**src/logic/link_defs.svh**
```systemverilog
`ifndef LINK_DEFS_SVH
`define LINK_DEFS_SVH

//////////////////////////////////////////////////////////////////////
// Line word and bit-slip geometry
//////////////////////////////////////////////////////////////////////

`define LINK_WORD_W         8        // Bits per line word
`define LINK_TRAIN_PATTERN  8'hC3    // Clock lane training word, marks alignment
`define LINK_SLIP_W         3        // Slip offset width, covers 0..7
`define LINK_SLIP_WAIT      3        // Quiet cycles after each slip pulse

//////////////////////////////////////////////////////////////////////
// SD frame field positions inside a line word
//////////////////////////////////////////////////////////////////////

// Bit 7 carries nothing and is sent as zero
`define SD_FRM_CMD          0        // Command bit
`define SD_FRM_CMD_T        1        // Command enable
`define SD_FRM_DAT_T        2        // Data enable
`define SD_FRM_DAT_LSB      3        // Data bits 3..0 sit at word bits 6..3

`endif

```
**src/logic/link_pkg.sv**
```systemverilog
`default_nettype none

`include "link_defs.svh"

// Types shared by the line side of the link
package link_pkg;

    // One raw or aligned line word
    typedef logic [`LINK_WORD_W-1:0] line_word_t;

    // Bit-slip offset, wraps modulo the word width
    typedef logic [`LINK_SLIP_W-1:0] slip_ofs_t;

    // Aligner sequence: one pulse state, then the quiet waits
    // Encoding width follows the number of states in one slip round
    typedef enum logic [$clog2(`LINK_SLIP_WAIT+1)-1:0] {
        ALIGN_SLIP,     // Pulse slip if training word mismatches
        ALIGN_WAIT1,    // Drop pulse, slipper takes the new offset
        ALIGN_WAIT2,    // Window register refills
        ALIGN_WAIT3     // Aligned word refills, compare next cycle
    } align_state_t;

endpackage

`default_nettype wire

```
**src/logic/sd_pkg.sv**
```systemverilog
`default_nettype none

// Types for the SD bus fields carried inside a line frame
package sd_pkg;

    // Four SD data lines, DAT3..DAT0
    // Upper DAT lines of an 8-bit bus are not carried over the link
    typedef logic [3:0] sd_nibble_t;

endpackage

`default_nettype wire

```
**src/logic/lane_slipper.sv**
```systemverilog
`default_nettype none

`include "link_defs.svh"

// Word-level bit-slip window for one receive lane
module lane_slipper (
    input  wire logic                 txclk_div,
    input  wire logic                 rst,
    input  wire logic                 slip_i,         // One-cycle slip strobe
    input  wire link_pkg::line_word_t raw_word_i,     // Raw word, one per cycle
    output link_pkg::line_word_t      aligned_word_o  // Registered aligned window
);

    //////////////////////////////////////////////////////////////////////
    // State
    //////////////////////////////////////////////////////////////////////

    link_pkg::line_word_t prev_q;       // Raw word from the last cycle
    link_pkg::slip_ofs_t  ofs_q;        // Current slip offset k
    link_pkg::line_word_t aligned_q;    // Output stage

    logic [2*`LINK_WORD_W-1:0] pair;     // {previous, current} raw words
    logic [2*`LINK_WORD_W-1:0] pair_sh;  // Pair after the left shift by k

    assign pair    = {prev_q, raw_word_i};
    assign pair_sh = pair << ofs_q;

    //////////////////////////////////////////////////////////////////////
    // Offset counter
    //////////////////////////////////////////////////////////////////////

    always_ff @(posedge txclk_div) begin
        if (!rst) begin
            ofs_q <= '0;
        end else if (slip_i) begin
            ofs_q <= ofs_q + 1'b1;           // Wraps from 7 back to 0
        end
    end

    // Previous raw word, reloaded every cycle
    always_ff @(posedge txclk_div) begin
        prev_q <= raw_word_i;
    end

    //////////////////////////////////////////////////////////////////////
    // Window register
    //////////////////////////////////////////////////////////////////////

    // Upper half of the shifted pair is the aligned word
    // One register, so a word sampled at edge N shows after edge N+1
    always_ff @(posedge txclk_div) begin
        if (!rst) begin
            aligned_q <= '0;
        end else begin
            aligned_q <= pair_sh[2*`LINK_WORD_W-1:`LINK_WORD_W];  // Offset held since last edge
        end
    end

    assign aligned_word_o = aligned_q;

endmodule

`default_nettype wire

```
**src/logic/sd_bridge.sv**
```systemverilog
`default_nettype none

`include "link_defs.svh"

// SD side of the link
// Packs SD inputs into a transmit frame, unpacks the received frame
module sd_bridge (
    input  wire logic                 txclk_div,
    input  wire logic                 rst,
    input  wire logic                 sd_cmd_i,     // SD command in
    input  wire sd_pkg::sd_nibble_t   sd_dat_i,     // SD data in
    input  wire link_pkg::line_word_t rx_frame_i,   // Aligned data lane word
    input  wire link_pkg::line_word_t echo_word_i,  // Aligned clock lane word
    output link_pkg::line_word_t      tx_frame_o,   // Packed transmit frame
    output link_pkg::line_word_t      tx_echo_o,    // Clock lane echo
    output logic                      sd_cmd_o,
    output logic                      sd_cmd_t_o,
    output sd_pkg::sd_nibble_t        sd_dat_o,
    output logic                      sd_dat_t_o
);

    link_pkg::line_word_t tx_next;   // Frame built from the SD inputs

    //////////////////////////////////////////////////////////////////////
    // Transmit packing
    //////////////////////////////////////////////////////////////////////

    always_comb begin
        tx_next                                                  = '0;  // Bit 7 stays zero
        tx_next[`SD_FRM_CMD]                                     = sd_cmd_i;
        tx_next[`SD_FRM_DAT_LSB +: $bits(sd_pkg::sd_nibble_t)]   = sd_dat_i;
        // Enable bits only have meaning on the receive side
    end

    always_ff @(posedge txclk_div) begin
        if (!rst) begin
            tx_frame_o <= '0;
            tx_echo_o  <= '0;
        end else begin
            tx_frame_o <= tx_next;
            tx_echo_o  <= echo_word_i;      // Training word back to the far end
        end
    end

    //////////////////////////////////////////////////////////////////////
    // Receive unpacking
    //////////////////////////////////////////////////////////////////////

    always_ff @(posedge txclk_div) begin
        if (!rst) begin
            sd_cmd_o   <= 1'b0;
            sd_cmd_t_o <= 1'b0;
            sd_dat_o   <= '0;
            sd_dat_t_o <= 1'b0;
        end else begin
            sd_cmd_o   <= rx_frame_i[`SD_FRM_CMD];
            sd_cmd_t_o <= rx_frame_i[`SD_FRM_CMD_T];
            sd_dat_o   <= rx_frame_i[`SD_FRM_DAT_LSB +: $bits(sd_pkg::sd_nibble_t)];
            sd_dat_t_o <= rx_frame_i[`SD_FRM_DAT_T];
        end
    end

endmodule

`default_nettype wire

```
**src/logic/serdes_link_top.sv**
```systemverilog
`default_nettype none

// Word-level link top
// Two receive lanes share one slip offset driven by the aligner
module serdes_link_top (
    input  wire logic                 txclk_div,
    input  wire logic                 rst,

    // Receive line words
    input  wire link_pkg::line_word_t rx_clk_word_i,   // Clock lane, training pattern
    input  wire link_pkg::line_word_t rx_data_word_i,  // Data lane, SD frames

    // SD inputs toward the far end
    input  wire logic                 sd_cmd_i,
    input  wire sd_pkg::sd_nibble_t   sd_dat_i,

    // Transmit line words
    output link_pkg::line_word_t      tx_clk_word_o,   // Echoed clock lane
    output link_pkg::line_word_t      tx_data_word_o,  // Packed SD frame

    output logic                      locked_o,

    // Unpacked SD outputs
    output logic                      sd_cmd_o,
    output logic                      sd_cmd_t_o,
    output sd_pkg::sd_nibble_t        sd_dat_o,
    output logic                      sd_dat_t_o
);

    //////////////////////////////////////////////////////////////////////
    // Internal wiring
    //////////////////////////////////////////////////////////////////////

    logic                 slip_pulse;      // Common slip strobe, keeps lanes in step
    link_pkg::line_word_t clk_aligned;     // To aligner and echo
    link_pkg::line_word_t dat_aligned;     // To bridge unpacking

    // Clock lane
    lane_slipper u_clk_slip (
        .txclk_div      (txclk_div),
        .rst            (rst),
        .slip_i         (slip_pulse),
        .raw_word_i     (rx_clk_word_i),
        .aligned_word_o (clk_aligned)
    );

    // Data lane
    lane_slipper u_dat_slip (
        .txclk_div      (txclk_div),
        .rst            (rst),
        .slip_i         (slip_pulse),
        .raw_word_i     (rx_data_word_i),
        .aligned_word_o (dat_aligned)
    );

    word_aligner u_aligner (
        .txclk_div      (txclk_div),
        .rst            (rst),
        .train_word_i   (clk_aligned),
        .slip_o         (slip_pulse),
        .locked_o       (locked_o)     // Status only, data is not gated
    );

    sd_bridge u_bridge (
        .txclk_div      (txclk_div),
        .rst            (rst),
        .sd_cmd_i       (sd_cmd_i),
        .sd_dat_i       (sd_dat_i),
        .rx_frame_i     (dat_aligned),
        .echo_word_i    (clk_aligned),
        .tx_frame_o     (tx_data_word_o),
        .tx_echo_o      (tx_clk_word_o),
        .sd_cmd_o       (sd_cmd_o),
        .sd_cmd_t_o     (sd_cmd_t_o),
        .sd_dat_o       (sd_dat_o),
        .sd_dat_t_o     (sd_dat_t_o)
    );

endmodule

`default_nettype wire

```
**src/logic/word_aligner.sv**
```systemverilog
`default_nettype none

`include "link_defs.svh"

// Training pattern search on the clock lane
// Slips both lanes until the pattern shows, then holds lock
module word_aligner (
    input  wire logic                 txclk_div,
    input  wire logic                 rst,
    input  wire link_pkg::line_word_t train_word_i,  // Aligned clock lane word
    output logic                      slip_o,        // Slip strobe to both slippers
    output logic                      locked_o       // Sticky lock flag
);

    //////////////////////////////////////////////////////////////////////
    // State
    //////////////////////////////////////////////////////////////////////

    link_pkg::align_state_t state_q;
    logic                   slip_q;
    logic                   locked_q;
    logic                   train_match;   // Window shows the training word

    assign train_match = (train_word_i == `LINK_TRAIN_PATTERN);

    //////////////////////////////////////////////////////////////////////
    // Slip sequencer
    //////////////////////////////////////////////////////////////////////

    // One pulse then three quiet cycles per round
    // The quiet cycles let the new offset ripple through the slipper
    // pipeline before the next compare in ALIGN_SLIP
    always_ff @(posedge txclk_div) begin
        if (!rst) begin
            state_q  <= link_pkg::ALIGN_SLIP;
            slip_q   <= 1'b0;
            locked_q <= 1'b0;
        end else if (locked_q) begin
            slip_q <= 1'b0;                      // Locked, offset frozen
        end else if (train_match) begin
            locked_q <= 1'b1;                    // First match sets lock
            slip_q   <= 1'b0;
        end else begin
            case (state_q)
                link_pkg::ALIGN_SLIP: begin
                    slip_q  <= 1'b1;             // Request one bit of slip
                    state_q <= link_pkg::ALIGN_WAIT1;
                end
                link_pkg::ALIGN_WAIT1: begin
                    slip_q  <= 1'b0;             // Strobe lasts one cycle
                    state_q <= link_pkg::ALIGN_WAIT2;
                end
                link_pkg::ALIGN_WAIT2: begin
                    slip_q  <= 1'b0;
                    state_q <= link_pkg::ALIGN_WAIT3;
                end
                link_pkg::ALIGN_WAIT3: begin
                    slip_q  <= 1'b0;
                    state_q <= link_pkg::ALIGN_SLIP;   // Compare fresh window next
                end
                default: begin
                    slip_q  <= 1'b0;
                    state_q <= link_pkg::ALIGN_SLIP;
                end
            endcase
        end
    end

    assign slip_o   = slip_q;
    assign locked_o = locked_q;

endmodule

`default_nettype wire

```
**config.mk**
```make
export PLATFORM = sky130hd
export DESIGN_NAME = serdes_link_top
export DESIGN_NICKNAME = d
export VERILOG_FILES = /design/src/logic/link_pkg.sv /design/src/logic/sd_pkg.sv /design/src/logic/lane_slipper.sv /design/src/logic/sd_bridge.sv /design/src/logic/serdes_link_top.sv /design/src/logic/word_aligner.sv
export VERILOG_INCLUDE_DIRS = /design/src /design/src/logic
export SDC_FILE = /design/constraint.sdc
export NUM_CORES = 1
export LEC_CHECK = 0
export BUFFER_PORTS_ARGS = -buffer_cell sky130_fd_sc_hd__buf_2
export CORE_ASPECT_RATIO = 1.4
export CORE_MARGIN = 2
export CORE_UTILIZATION = 59
export CTS_CLUSTER_SIZE = 40
export DETAILED_ROUTE_END_ITERATION = 6
export GPL_TIMING_DRIVEN = 0
export PLACE_DENSITY = 0.84
export SKIP_LAST_GASP = 1
export SLEW_MARGIN = 0
export SYNTH_ARGS = -nofsm -noshare
export SYNTH_HDL_FRONTEND = slang
export SYNTH_HIERARCHICAL = 1
export SYNTH_SLANG_ARGS = --single-unit
```
**constraint.sdc**
```tcl
create_clock -name txclk_div -period 3.6 [get_ports txclk_div]
set_input_delay 0.72 -clock txclk_div [delete_from_list [all_inputs] [get_ports txclk_div]]
set_output_delay 0.72 -clock txclk_div [all_outputs]
set_load 0.03 [all_outputs]
```
# After elaboration in Yosys (flattened, before gate mapping)
# Cells that the tools add are included.
# totals
ff_bits	64
input_bits	23
out_inout_bits	24
word_cells	35
# classes
add_sub_neg	2
eq_ne	4
shift	2
mux	4
n_bitwise	3
reduce_logical	4
# op_table
cell	count
left shift 16 x 3 -> 15 bit	1
left shift 16 x 3 -> 16 bit	1
== test 8 bit (second input constant)	1
case mux 2 bit (4 select lines)	1
adder 3 x 1 -> 3 bit (second input constant)	2
OR reduction 3 bit	2
== test 2 bit (second input constant)	2
NOT 1 bit	3
== test 2 x 1 -> 1 bit (second input constant)	1
zero test 2 bit	1
2-to-1 mux 1 bit	2
case mux 1 bit (2 select lines)	1
AND reduction 2 bit	1

# Depth between registers and ports, before layout
# Gate-level depths: netlist of the first run.
# logic_depth
word_depth	3
depth_mapped	5
mapped_depth_nobuf	4

# Cells and area by module
# The synthesis of the first run kept the hierarchy.
# by_module_without_submodules
module	instances	cells_each	area_per_inst_um2	seq_area_each_um2
lane_slipper	2	77	883.3	380.4
sd_bridge	1	46	588.1	400.4
word_aligner	1	19	200.2	80.1

# Least setup slack after synthesis of the first run
# OpenSTA, ideal clock, no wires.
# synth_timing
kind	input-to-reg
from	input port rx_clk_word_i[3]
to	register u_clk_slip.aligned_q[0] (netlist: u_clk_slip/aligned_word_o[0])
arrival_time_ns	1.296
t_required_ns	3.468
setup_slack_ns	2.172
cell_stages	3
path_buffers	0
path_cell_list	mux4_1 inv_1 a21oi_1
# synth_via
elab_chain_cells	1
# synth_lines
item	line	text
start, declared	serdes_link_top.sv:10	input wire link_pkg::line_word_t rx_clk_word_i,
left shift 16 x 3 -> 16 bit	lane_slipper.sv:26	assign pair_sh = pair << ofs_q;
end signal, assigned	lane_slipper.sv:55	aligned_q <= pair_sh[2*`LINK_WORD_W-1:`LINK_WORD_W];
end, declared	lane_slipper.sv:20	link_pkg::line_word_t aligned_q;
# No other way between the ends.
# A chain may end at the register's enable or synchronous reset.

# Worst setup path in the final report of the first run
# layout_timing
from	register u_aligner.locked_q (netlist: u_aligner/locked_o)
to	output port locked_o
# layout_rtl
item	line	text
start, declared	word_aligner.sv:21	logic locked_q;
start signal, assigned	word_aligner.sv:37	locked_q <= 1'b0;
start signal, assigned	word_aligner.sv:41	locked_q <= 1'b1;
end, declared	serdes_link_top.sv:21	output logic locked_o,
# No word-level cell between the ends.

==> out/results.tsv, run 1 <==
stage	metric	value	unit
clocking	Max H-tree Level	3	
sta	Final Cycle Share	44.3	%
sta	worst hold margin	0.444	ns
setup_path	startpoint types	register	
hold_path	Hold Path Stages	1	
setup_path	Worst setup EP type	output port	
setup_path	Crit Path Class	register to output port	
grt	total gr overflow	0	
drt	M1 WL	1.82	mm
clocking	# resized after CTS	0	
sta	setup_tns	0	ns
clocking	total CTS buffers	9	
sta	Final Hold Fails	0	
cells_and_area	nets	296	
logic_synthesis	Post-Syn Instances	213	
die	initial core utilization	62.3	%
sta	Max Transition Viols Final	0	
run	max_cap viols	0	
die	chip height	80.8	um
clocking	CTS tree	built	
setup_path	CP startpoint	u_aligner/locked_o	
clocking	Root Buffer	clkbuf_8	
place	Placement Cell Area	2760	sq um
drt	TritonRoute pass-1 iters	6	
outcome	run status	complete, but fails checks	
cells_and_area	layout cell share with drive strength beyond 1	33.6	%
setup_path	Crit path largest cell delay	0.34	ns
clocking	clk slew on worst S/H paths	0.06	ns
sta	upper clock frequency limit	626	MHz
setup_path	CP max FO	2	
drt	Vias/cell	5.56	
clocking	clk_lat worst skew	0.34	ns
place	DP HPWL	3.04	mm
drt	Vias	1761	
cells_and_area	ANT cells	0	
die	die area	4750	sq um
setup_path	CP cell instances	buf_2	
cells_and_area	Area Overhead vs Synth	19.3	%
setup_path	slowest CP cell	dfxtp_1	
die	core area	3990	sq um
drt	# DRC	6	
sta	Setup violations, final	0	
drt	First DRT Iteration DRCs	64	
drt	met3 WL	412	um
die	# IOs	47	
power_and_ir_drop	total power	1.90	mW
clocking	cts hold-fix bufs	0	
logic_synthesis	Mapped Area	2480	sq um
drt	drt wl/cell	14.0	um
die	num rows	27	
clocking	clock sinks	60	
setup_path	CP required	2.88	ns
power_and_ir_drop	leakage power	1.33	nW
logic_synthesis	Syn Area/Cell	11.7	sq um
sta	RSZ-0062 raised after global routing	false	
drt	met2 routed WL	2.10	mm
drt	Post-Route WL	4.44	mm
die	Die Span X	58.9	um
logic_synthesis	YS warnings	6	
setup_path	Reg2Reg Depth	4	
setup_path	instance count on the critical path	1	
cells_and_area	Final Cell Area	2960	sq um
setup_path	crit path buf inv count	1	
setup_path	capture point of the critical path	locked_o	
grt	All-Layer GR Usage	20.7	%
cells_and_area	# fillers	291	
grt	first-pass GRT wire length	7.04	mm
power_and_ir_drop	VDD IR max	0.491	mV
hold_path	worst min path class	register to register	
clocking	Clock Tree Buf Depth	2	
setup_path	worst reg2reg path endpoint	u_clk_slip/aligned_word_o[7]	
grt	largest net degree at the start of global routing	19	
grt	vias in the first global route	1537	
place	PortBufs	43	
setup_path	worst r2r src	u_clk_slip/ofs_q[0]	
setup_path	Reg2Reg Setup Slack	2.19	ns
sta	Tmin final	1.60	ns
drt	DRT antenna net count	0	
grt	initial antenna violation count	0	
sta	Layout Skew	0.00728	ns
power_and_ir_drop	Power Dens Cells	641	nW/um^2
setup_path	CP delay by family, top	flip-flops	
place	RePlAce Congestion	0.828	
outcome	violated checks	DRC	
drt	Top Metal Used	met4	
clocking	post-CTS setup buffers	0	
setup_path	CP arrival	0.88	ns
worst min-delay path by stage:
stage,to,start,slack (ns)
after floorplan,u_bridge/sd_dat_o[2],u_dat_slip/aligned_word_o[5],0.41
after global placement,u_bridge/sd_dat_o[1],u_dat_slip/aligned_word_o[4],0.43
after detailed placement,u_bridge/sd_dat_o[2],u_dat_slip/aligned_word_o[5],0.43
after CTS,u_bridge/sd_dat_o[2],u_dat_slip/aligned_word_o[5],0.45
after global routing,u_clk_slip/prev_q[0],rx_clk_word_i[0],0.45
final,u_bridge/sd_dat_o[2],u_dat_slip/aligned_word_o[5],0.44
where the power goes:
group          leakage (nW)  internal, mW  switching, mW
sequential            0.499         0.748         0.0463
clock                 0.102         0.355          0.256
combinational         0.732         0.245          0.249
layout make-up:
type	instances	area, sq um	share of cell area (%)
Buffer	13	125	4.22
Clock buffer	12	155	5.23
Clock inverter	4	47.5	1.60
Inverter	6	22.5	0.760
Multi-Input combinational cell	136	1140	38.6
Sequential cell	60	1200	40.5
Tap cell	43	53.8	1.82
Timing Repair Buffer	43	215	7.26
routing by layer:
metal | vias up | global-route usage [%]
met3 | 10 | 9.71
met1 | 797 | 24.5
met2 | 91 | 31.1
li1 | 863 | -
met5 | - | 0
met4 | 0 | 10.9
flip-flops by register name (all words and copies together) (netlist names):
signal,cells
u_bridge/tx_echo_o,8
u_clk_slip/aligned_word_o,8
u_clk_slip/prev_q,8
u_dat_slip/aligned_word_o,7
u_dat_slip/prev_q,7
u_bridge/tx_frame_o,5
u_bridge/sd_dat_o,4
u_clk_slip/ofs_q,3
u_dat_slip/ofs_q,3
u_aligner/state_q,2
u_aligner/locked_o,1
u_aligner/slip_o,1
u_bridge/sd_cmd_o,1
u_bridge/sd_cmd_t_o,1
u_bridge/sd_dat_t_o,1
placed cells by master, fill, tap and decap left out:
cell type / n
a21oi_1: 6
a21oi_2: 1
a221o_1: 5
a221oi_1: 4
a22oi_1: 8
and2_1: 11
and2_2: 11
and2b_1: 2
and3_1: 5
and4_1: 1
buf_12: 2
buf_2: 45
buf_4: 3
buf_6: 4
bufinv_16: 1
clkbuf_1: 3
clkbuf_8: 11
clkinv_2: 2
clkinvlp_4: 1
conb_1: 3
dfxtp_1: 60
ha_1: 4
inv_1: 6
mux2_2: 8
mux2i_1: 29
mux4_1: 4
nand2_1: 5
nand2b_1: 2
nor2_1: 9
nor2b_1: 4
nor4_4: 1
o21a_1: 2
o21ai_0: 3
o221ai_1: 2
or2_2: 2
xnor2_1: 2
xor2_1: 2
worst reg2reg max path, stage by stage, from the launching register on:
cell     delay, ns
dfxtp_1       0.36
buf_6         0.17
mux4_1        0.60
nor2b_1       0.14
nor2_1        0.06
metrics by stage:
step	utilization, %	instances	setup slack (ns)
2_1_floorplan	-	215	2.17
3_3_place_gp	69.3	301	1.92
3_5_place_dp	69.3	301	1.90
4_1_cts	74.4	317	1.98
5_1_grt	74.4	317	1.93
6_report	74.4	317	2.00
No activity file was read; power rests on OpenSTA's default activity.
==> run 2: changes to the inputs <==
--- a/config.mk
+++ b/config.mk
@@ -6,14 +6,15 @@
 export SDC_FILE = /design/constraint.sdc
 export NUM_CORES = 1
 export LEC_CHECK = 0
+export ABC_AREA = 1
 export BUFFER_PORTS_ARGS = -buffer_cell sky130_fd_sc_hd__buf_2
 export CORE_ASPECT_RATIO = 1.4
 export CORE_MARGIN = 2
-export CORE_UTILIZATION = 59
+export CORE_UTILIZATION = 50
 export CTS_CLUSTER_SIZE = 40
 export DETAILED_ROUTE_END_ITERATION = 6
 export GPL_TIMING_DRIVEN = 0
-export PLACE_DENSITY = 0.84
+export PLACE_DENSITY = 0.76
 export SKIP_LAST_GASP = 1
 export SLEW_MARGIN = 0
 export SYNTH_ARGS = -nofsm -noshare
==> constraint.sdc (replaced) <==
create_clock -name txclk_div -period 1.3 [get_ports txclk_div]
set_input_delay 0.26 -clock txclk_div [delete_from_list [all_inputs] [get_ports txclk_div]]
set_output_delay 0.26 -clock txclk_div [all_outputs]
set_load 0.03 [all_outputs]
==> out/results.tsv, run 2 <==
stage	metric	value	unit	change
setup_path	Crit Path Class	register to register		was register to output port
sta	Setup violations, final	0		unchanged
drt	TritonRoute pass-1 iters	4		was 6
cells_and_area	Final Cell Area	3120	sq um	was 2960 sq um
clocking	clk slew on worst S/H paths	0.06	ns	about the same
cells_and_area	ANT cells	0		unchanged
sta	RSZ-0062 raised after global routing	false		unchanged
grt	global-route met1 utilization	20.6	%	was 24.5%
grt	total gr overflow	0		unchanged
setup_path	slowest CP cell	dfxtp_1		unchanged
sta	post-route setup slack	0.0929	ns	was 2.00 ns
setup_path	capture point of the critical path	u_dat_slip/aligned_word_o[5]		was locked_o
die	core area	4880	sq um	was 3990 sq um
clocking	clock sinks	60		unchanged
run	max_cap viols	0		unchanged
sta	Tmin final	1.21	ns	
grt	first-pass GRT wire length	8.49	mm	was 7.04 mm
drt	Vias/cell	4.99		was 5.56
cells_and_area	post-layout util	63.9	%	was 74.4%
setup_path	instance count on the critical path	6		was 1
drt	Post-Route WL	5.18	mm	was 4.44 mm
place	PortBufs	43		unchanged
setup_path	CP most frequent cell	nand3_1		
clocking	Clock Tree Buf Depth	2		unchanged
setup_path	Crit path largest cell delay	0.46	ns	was 0.34 ns
logic_synthesis	YS warnings	6		unchanged
die	initial core utilization	52.3	%	was 62.3%
clocking	CTS tree	built		unchanged
hold_path	worst min path class	primary input to register		was register to register
drt	# DRC	0		was 6
power_and_ir_drop	VDD IR max	1.04	mV	was 0.491 mV
cells_and_area	commonest non-fill, non-tap cell in the layout	nand2_1		was dfxtp_1
sta	setup_tns	0	ns	unchanged
setup_path	Reg2Reg Setup Slack	0.09	ns	was 2.19 ns
setup_path	worst r2r src	u_dat_slip/ofs_q[0]		was u_clk_slip/ofs_q[0]
grt	largest net degree at the start of global routing	18		was 19
setup_path	CP arrival	1.42	ns	was 0.88 ns
place	RePlAce Congestion	0.895		was 0.828
sta	Max Transition Viols Final	0		unchanged
setup_path	Worst setup EP type	register		was output port
drt	First DRT Iteration DRCs	125		was 64
grt	grt met3 use	6.87	%	was 9.71%
die	num rows	30		was 27
cells_and_area	layout cell share with drive strength beyond 1	26.8	%	was 33.6%
outcome	run status	completed		was complete, but fails checks
setup_path	CP delay by family, top	flip-flops		unchanged
logic_synthesis	Post-Syn Instances	330		was 213
die	# IOs	47		unchanged
sta	Final Cycle Share	92.9	%	
clocking	total CTS buffers	9		unchanged
clocking	Root Buffer	clkbuf_8		unchanged
drt	DRT antenna net count	0		unchanged
die	die area	5700	sq um	was 4750 sq um
power_and_ir_drop	Power Dens Cells	1830	nW/um^2	was 641 nW/um^2
logic_synthesis	Syn Area/Cell	7.73	sq um	was 11.7 sq um
grt	met2 Use GR	33.9	%	was 31.1%
setup_path	CP required	1.52	ns	was 2.88 ns
cells_and_area	Area Overhead vs Synth	22.2	%	was 19.3%
drt	drt wl/cell	11.4	um	was 14.0 um
drt	Vias	2276		was 1,761
power_and_ir_drop	leakage power	1.66	nW	was 1.33 nW
clocking	clk_lat worst skew	0.33	ns	was 0.34 ns
place	DP HPWL	3.67	mm	was 3.04 mm
grt	vias in the first global route	2041		was 1,537
grt	GRT busiest layer	met2		unchanged
clocking	Max H-tree Level	3		unchanged
sta	upper clock frequency limit	828	MHz	
die	Die Span X	64.4	um	was 58.9 um
setup_path	CP cell instances	inv_2 -> buf_12 -> nand2_4 -> nand3_1 -> nand3_1 -> a21oi_1		was buf_2
setup_path	CP max FO	9		was 2
grt	initial antenna violation count	0		unchanged
setup_path	Reg2Reg Depth	6		was 4
setup_path	crit path buf inv count	2		was 1
logic_synthesis	Mapped Area	2550	sq um	was 2480 sq um
place	Placement Setup Slack	0.0200	ns	was 1.90 ns
sta	Final Hold Fails	0		unchanged
die	chip height	88.5	um	was 80.8 um
setup_path	startpoint types	register		unchanged
setup_path	CP startpoint	u_dat_slip/ofs_q[0]		was u_aligner/locked_o
sta	Layout Skew	0.00857	ns	was 0.00728 ns
place	Placement Cell Area	2850	sq um	was 2760 sq um
cells_and_area	most frequent cells in the layout	nand2_1, nand3_1, dfxtp_1		was dfxtp_1, buf_2, mux2i_1
grt	All-Layer GR Usage	19.7	%	was 20.7%
hold_path	hold path startpoint	rx_data_word_i[0]		was u_dat_slip/aligned_word_o[5]
setup_path	worst reg2reg path endpoint	u_dat_slip/aligned_word_o[5]		was u_clk_slip/aligned_word_o[7]
cells_and_area	nets	414		was 296
run 2: where the power goes:
group          internal [mW]  switching, mW
sequential              2.09          0.127
combinational          0.521          0.904
clock                   1.38          0.696
run 2: area by class of cell:
class                      count  area [sq um]
fill                         442          1760
sequential                    60          1200
multi-input combinational    219          1080
timing repair buffer          44           225
clock buffer                  12           155
inverter                      38           143
buffer                        15           138
clock inverter                 4          95.1
tap                           64          80.1
run 2: repair_timing:
action / 4_1_cts / 5_1_grt
endpoints found under the hold margin: 0 / 1
setup endpoints to repair: 0 / 9
hold buffers: 0 / 1
buffers inserted: 0 / 0
gates resized for setup: 0 / 5
run 2: routing by layer:
metal	vias to the layer above	wire length, um
met5	-	0
met4	0	156
met3	16	349
met2	84	2560
met1	1019	2110
li1	1157	-
run 2: stage by stage:
| stage | std cells | total power, mW | hold WS (ns) |
|---|---|---|---|
| global route | 456 | 6.04 | 0.00306 |
| CTS | 455 | 5.75 | 0.00804 |
| finish | 456 | 5.72 | 0.0278 |
| global placement | 439 | 3.63 | 0.363 |
| detailed placement | 439 | 3.66 | 0.365 |
| floorplan | 332 | 3.33 | 0.288 |
run 2: worst min-delay path by stage:
stage,endpoint,slack [ns],depth (start not counted)
2_1_floorplan,u_clk_slip/prev_q[0],0.29,0
3_3_place_gp,u_clk_slip/prev_q[0],0.36,1
3_5_place_dp,u_dat_slip/prev_q[0],0.36,1
4_1_cts,u_dat_slip/prev_q[0],0.008,1
5_1_grt,u_dat_slip/prev_q[0],0.003,1
6_report,u_dat_slip/prev_q[0],0.03,1
==> run 3: changes to the inputs <==
--- a/config.mk
+++ b/config.mk
@@ -15,6 +15,7 @@
 export DETAILED_ROUTE_END_ITERATION = 6
 export GPL_TIMING_DRIVEN = 0
 export PLACE_DENSITY = 0.76
+export REMOVE_ABC_BUFFERS = 1
 export SKIP_LAST_GASP = 1
 export SLEW_MARGIN = 0
 export SYNTH_ARGS = -nofsm -noshare
==> out/results.tsv, run 3 (synthesis results as in run 2) <==
stage	metric	value	unit	change
cells_and_area	commonest non-fill, non-tap cell in the layout	nand2_1		unchanged
setup_path	slowest CP cell	dfxtp_1		unchanged
place	DP Cell Count	424		was 439
grt	first-pass GRT wire length	8.62	mm	was 8.49 mm
sta	Max Transition Viols Final	0		unchanged
clocking	total CTS buffers	9		unchanged
clocking	Root Buffer	clkbuf_8		unchanged
die	Die Span X	64.4	um	unchanged
place	PortBufs	43		unchanged
sta	Worst-Margin Slew	0.564	ns	
power_and_ir_drop	Power Dens Cells	1700	nW/um^2	was 1830 nW/um^2
clocking	clk_lat worst skew	0.33	ns	about the same
grt	largest net degree at the start of global routing	36		was 18
sta	Layout Skew	0.00922	ns	was 0.00857 ns
sta	upper clock frequency limit	842	MHz	was 828 MHz
cells_and_area	non-filler instance count after layout	441		was 456
place	Placement Cell Area	2720	sq um	was 2850 sq um
grt	vias in the first global route	2050		was 2,041
setup_path	CP max FO	9		unchanged
hold_path	worst min path class	primary input to register		unchanged
die	core area	4880	sq um	unchanged
grt	All-Layer GR Usage	19.6	%	was 19.7%
die	chip height	88.5	um	unchanged
sta	Setup violations, final	0		unchanged
drt	First DRT Iteration DRCs	144		was 125
setup_path	Crit Path Class	register to register		unchanged
place	DP HPWL	3.52	mm	was 3.67 mm
power_and_ir_drop	leakage power	1.55	nW	was 1.66 nW
cells_and_area	Area Overhead vs Synth	15.8	%	was 22.2%
setup_path	CP arrival	1.40	ns	was 1.42 ns
clocking	cts hold-fix bufs	0		unchanged
setup_path	CP delay by family, top	flip-flops		unchanged
drt	Post-Route WL	4.98	mm	was 5.18 mm
sta	Tmin final	1.19	ns	was 1.21 ns
drt	Vias	2161		was 2,276
run	max_cap viols	0		unchanged
clocking	clock sinks	60		unchanged
drt	Vias/cell	4.90		was 4.99
grt	total gr overflow	0		unchanged
drt	TritonRoute pass-1 iters	4		unchanged
setup_path	crit path buf inv count	1		was 2
die	die area	5700	sq um	unchanged
sta	max_slew headroom	62.4	%	
cells_and_area	layout cell share with drive strength beyond 1	26.5	%	was 26.8%
cells_and_area	most frequent cells in the layout	nand2_1, nand3_1, dfxtp_1		unchanged
sta	Final Hold Fails	0		unchanged
cells_and_area	ANT cells	0		unchanged
clocking	Max H-tree Level	3		unchanged
clocking	clk slew on worst S/H paths	0.06	ns	about the same
setup_path	startpoint types	register		unchanged
sta	post-route setup slack	0.112	ns	was 0.0929 ns
place	Placement Setup Slack	-0.395	ns	was 0.0200 ns
sta	Final Cycle Share	91.4	%	was 92.9%
setup_path	Crit path largest cell delay	0.53	ns	was 0.46 ns
clocking	CTS tree	built		unchanged
cells_and_area	Final Cell Area	2950	sq um	was 3120 sq um
drt	DRT antenna net count	0		unchanged
setup_path	CP cell instances	clkinvlp_4 -> o21ai_0 -> a21oi_1		was inv_2 -> buf_12 -> nand2_4 -> nand3_1 -> nand3_1 -> a21oi_1
setup_path	CP required	1.51	ns	was 1.52 ns
die	num rows	30		unchanged
drt	# DRC	0		unchanged
clocking	Clock Tree Buf Depth	2		unchanged
setup_path	Worst setup EP type	register		unchanged
drt	drt wl/cell	11.3	um	was 11.4 um
cells_and_area	post-layout util	60.5	%	was 63.9%
power_and_ir_drop	VDD IR max	0.929	mV	was 1.04 mV
grt	initial antenna violation count	0		unchanged
outcome	run status	completed		unchanged
cells_and_area	# fillers	481		was 442
place	RePlAce Congestion	0.887		was 0.895
die	initial core utilization	52.3	%	unchanged
die	# IOs	47		unchanged
cells_and_area	nets	401		was 414
[run 3: path summary, 6_finish.rpt]
path	cells after the start	startpoint	slack (ns)	end
min	1	rx_clk_word_i[0]	0.03	u_clk_slip/prev_q[0]
max	3	u_dat_slip/ofs_q[2]	0.11	u_dat_slip/ofs_q[2]
min reg2reg	2	u_dat_slip/aligned_word_o[6]	0.41	u_bridge/sd_dat_o[3]
max reg2reg	3	u_dat_slip/ofs_q[2]	0.11	u_dat_slip/ofs_q[2]
[run 3: layer usage]
metal / routed length, um / track usage (%) / vias to the layer above
li1: - / - / 1123
met5: 0 / 0 / -
met4: 93 / 10.6 / 0
met2: 2570 / 35.2 / 69
met1: 2060 / 21.2 / 959
met3: 265 / 4.96 / 10
[run 3: report_power, final]
group	leakage [nW]	switching (mW)	internal, mW
registers	0.502	0.226	2.11
clock network	0.0941	0.647	0.819
logic	0.953	0.784	0.443
total	1.55	1.66	3.37
[run 3: worst reg2reg max path, cell delays in order, from the launching register on]
cell and delay [ns]:
dfxtp_1 0.53, clkinvlp_4 0.29, o21ai_0 0.20, a21oi_1 0.05
[run 3: through the flow]
stage	setup TNS, ns	hold slack [ns]	power (mW)
global placement	-5.01	0.364	3.50
finish	0	0.0319	5.03
detailed placement	-4.89	0.364	3.52
CTS	0	0.0221	5.05
floorplan	-0.139	0.288	3.20
global route	-0.0249	0.0259	5.36
[run 3: repair_timing]
item	4_1_cts	5_1_grt
endpoints found under the hold margin	0	0
setup endpoints to repair	21	16
pin swaps	0	0
buffers inserted	3	0
resized for setup	8	9
[run 3: layout make-up]
class / count / area (sq um) / share of cell area, %
sequential: 60 / 1220 / 41.2
clock buffer: 12 / 165 / 5.60
clock inverter: 2 / 10.0 / 0.339
tap: 64 / 80.1 / 2.71
inverter: 38 / 163 / 5.51
multi-input combinational: 219 / 1080 / 36.5
timing repair buffer: 46 / 238 / 8.05
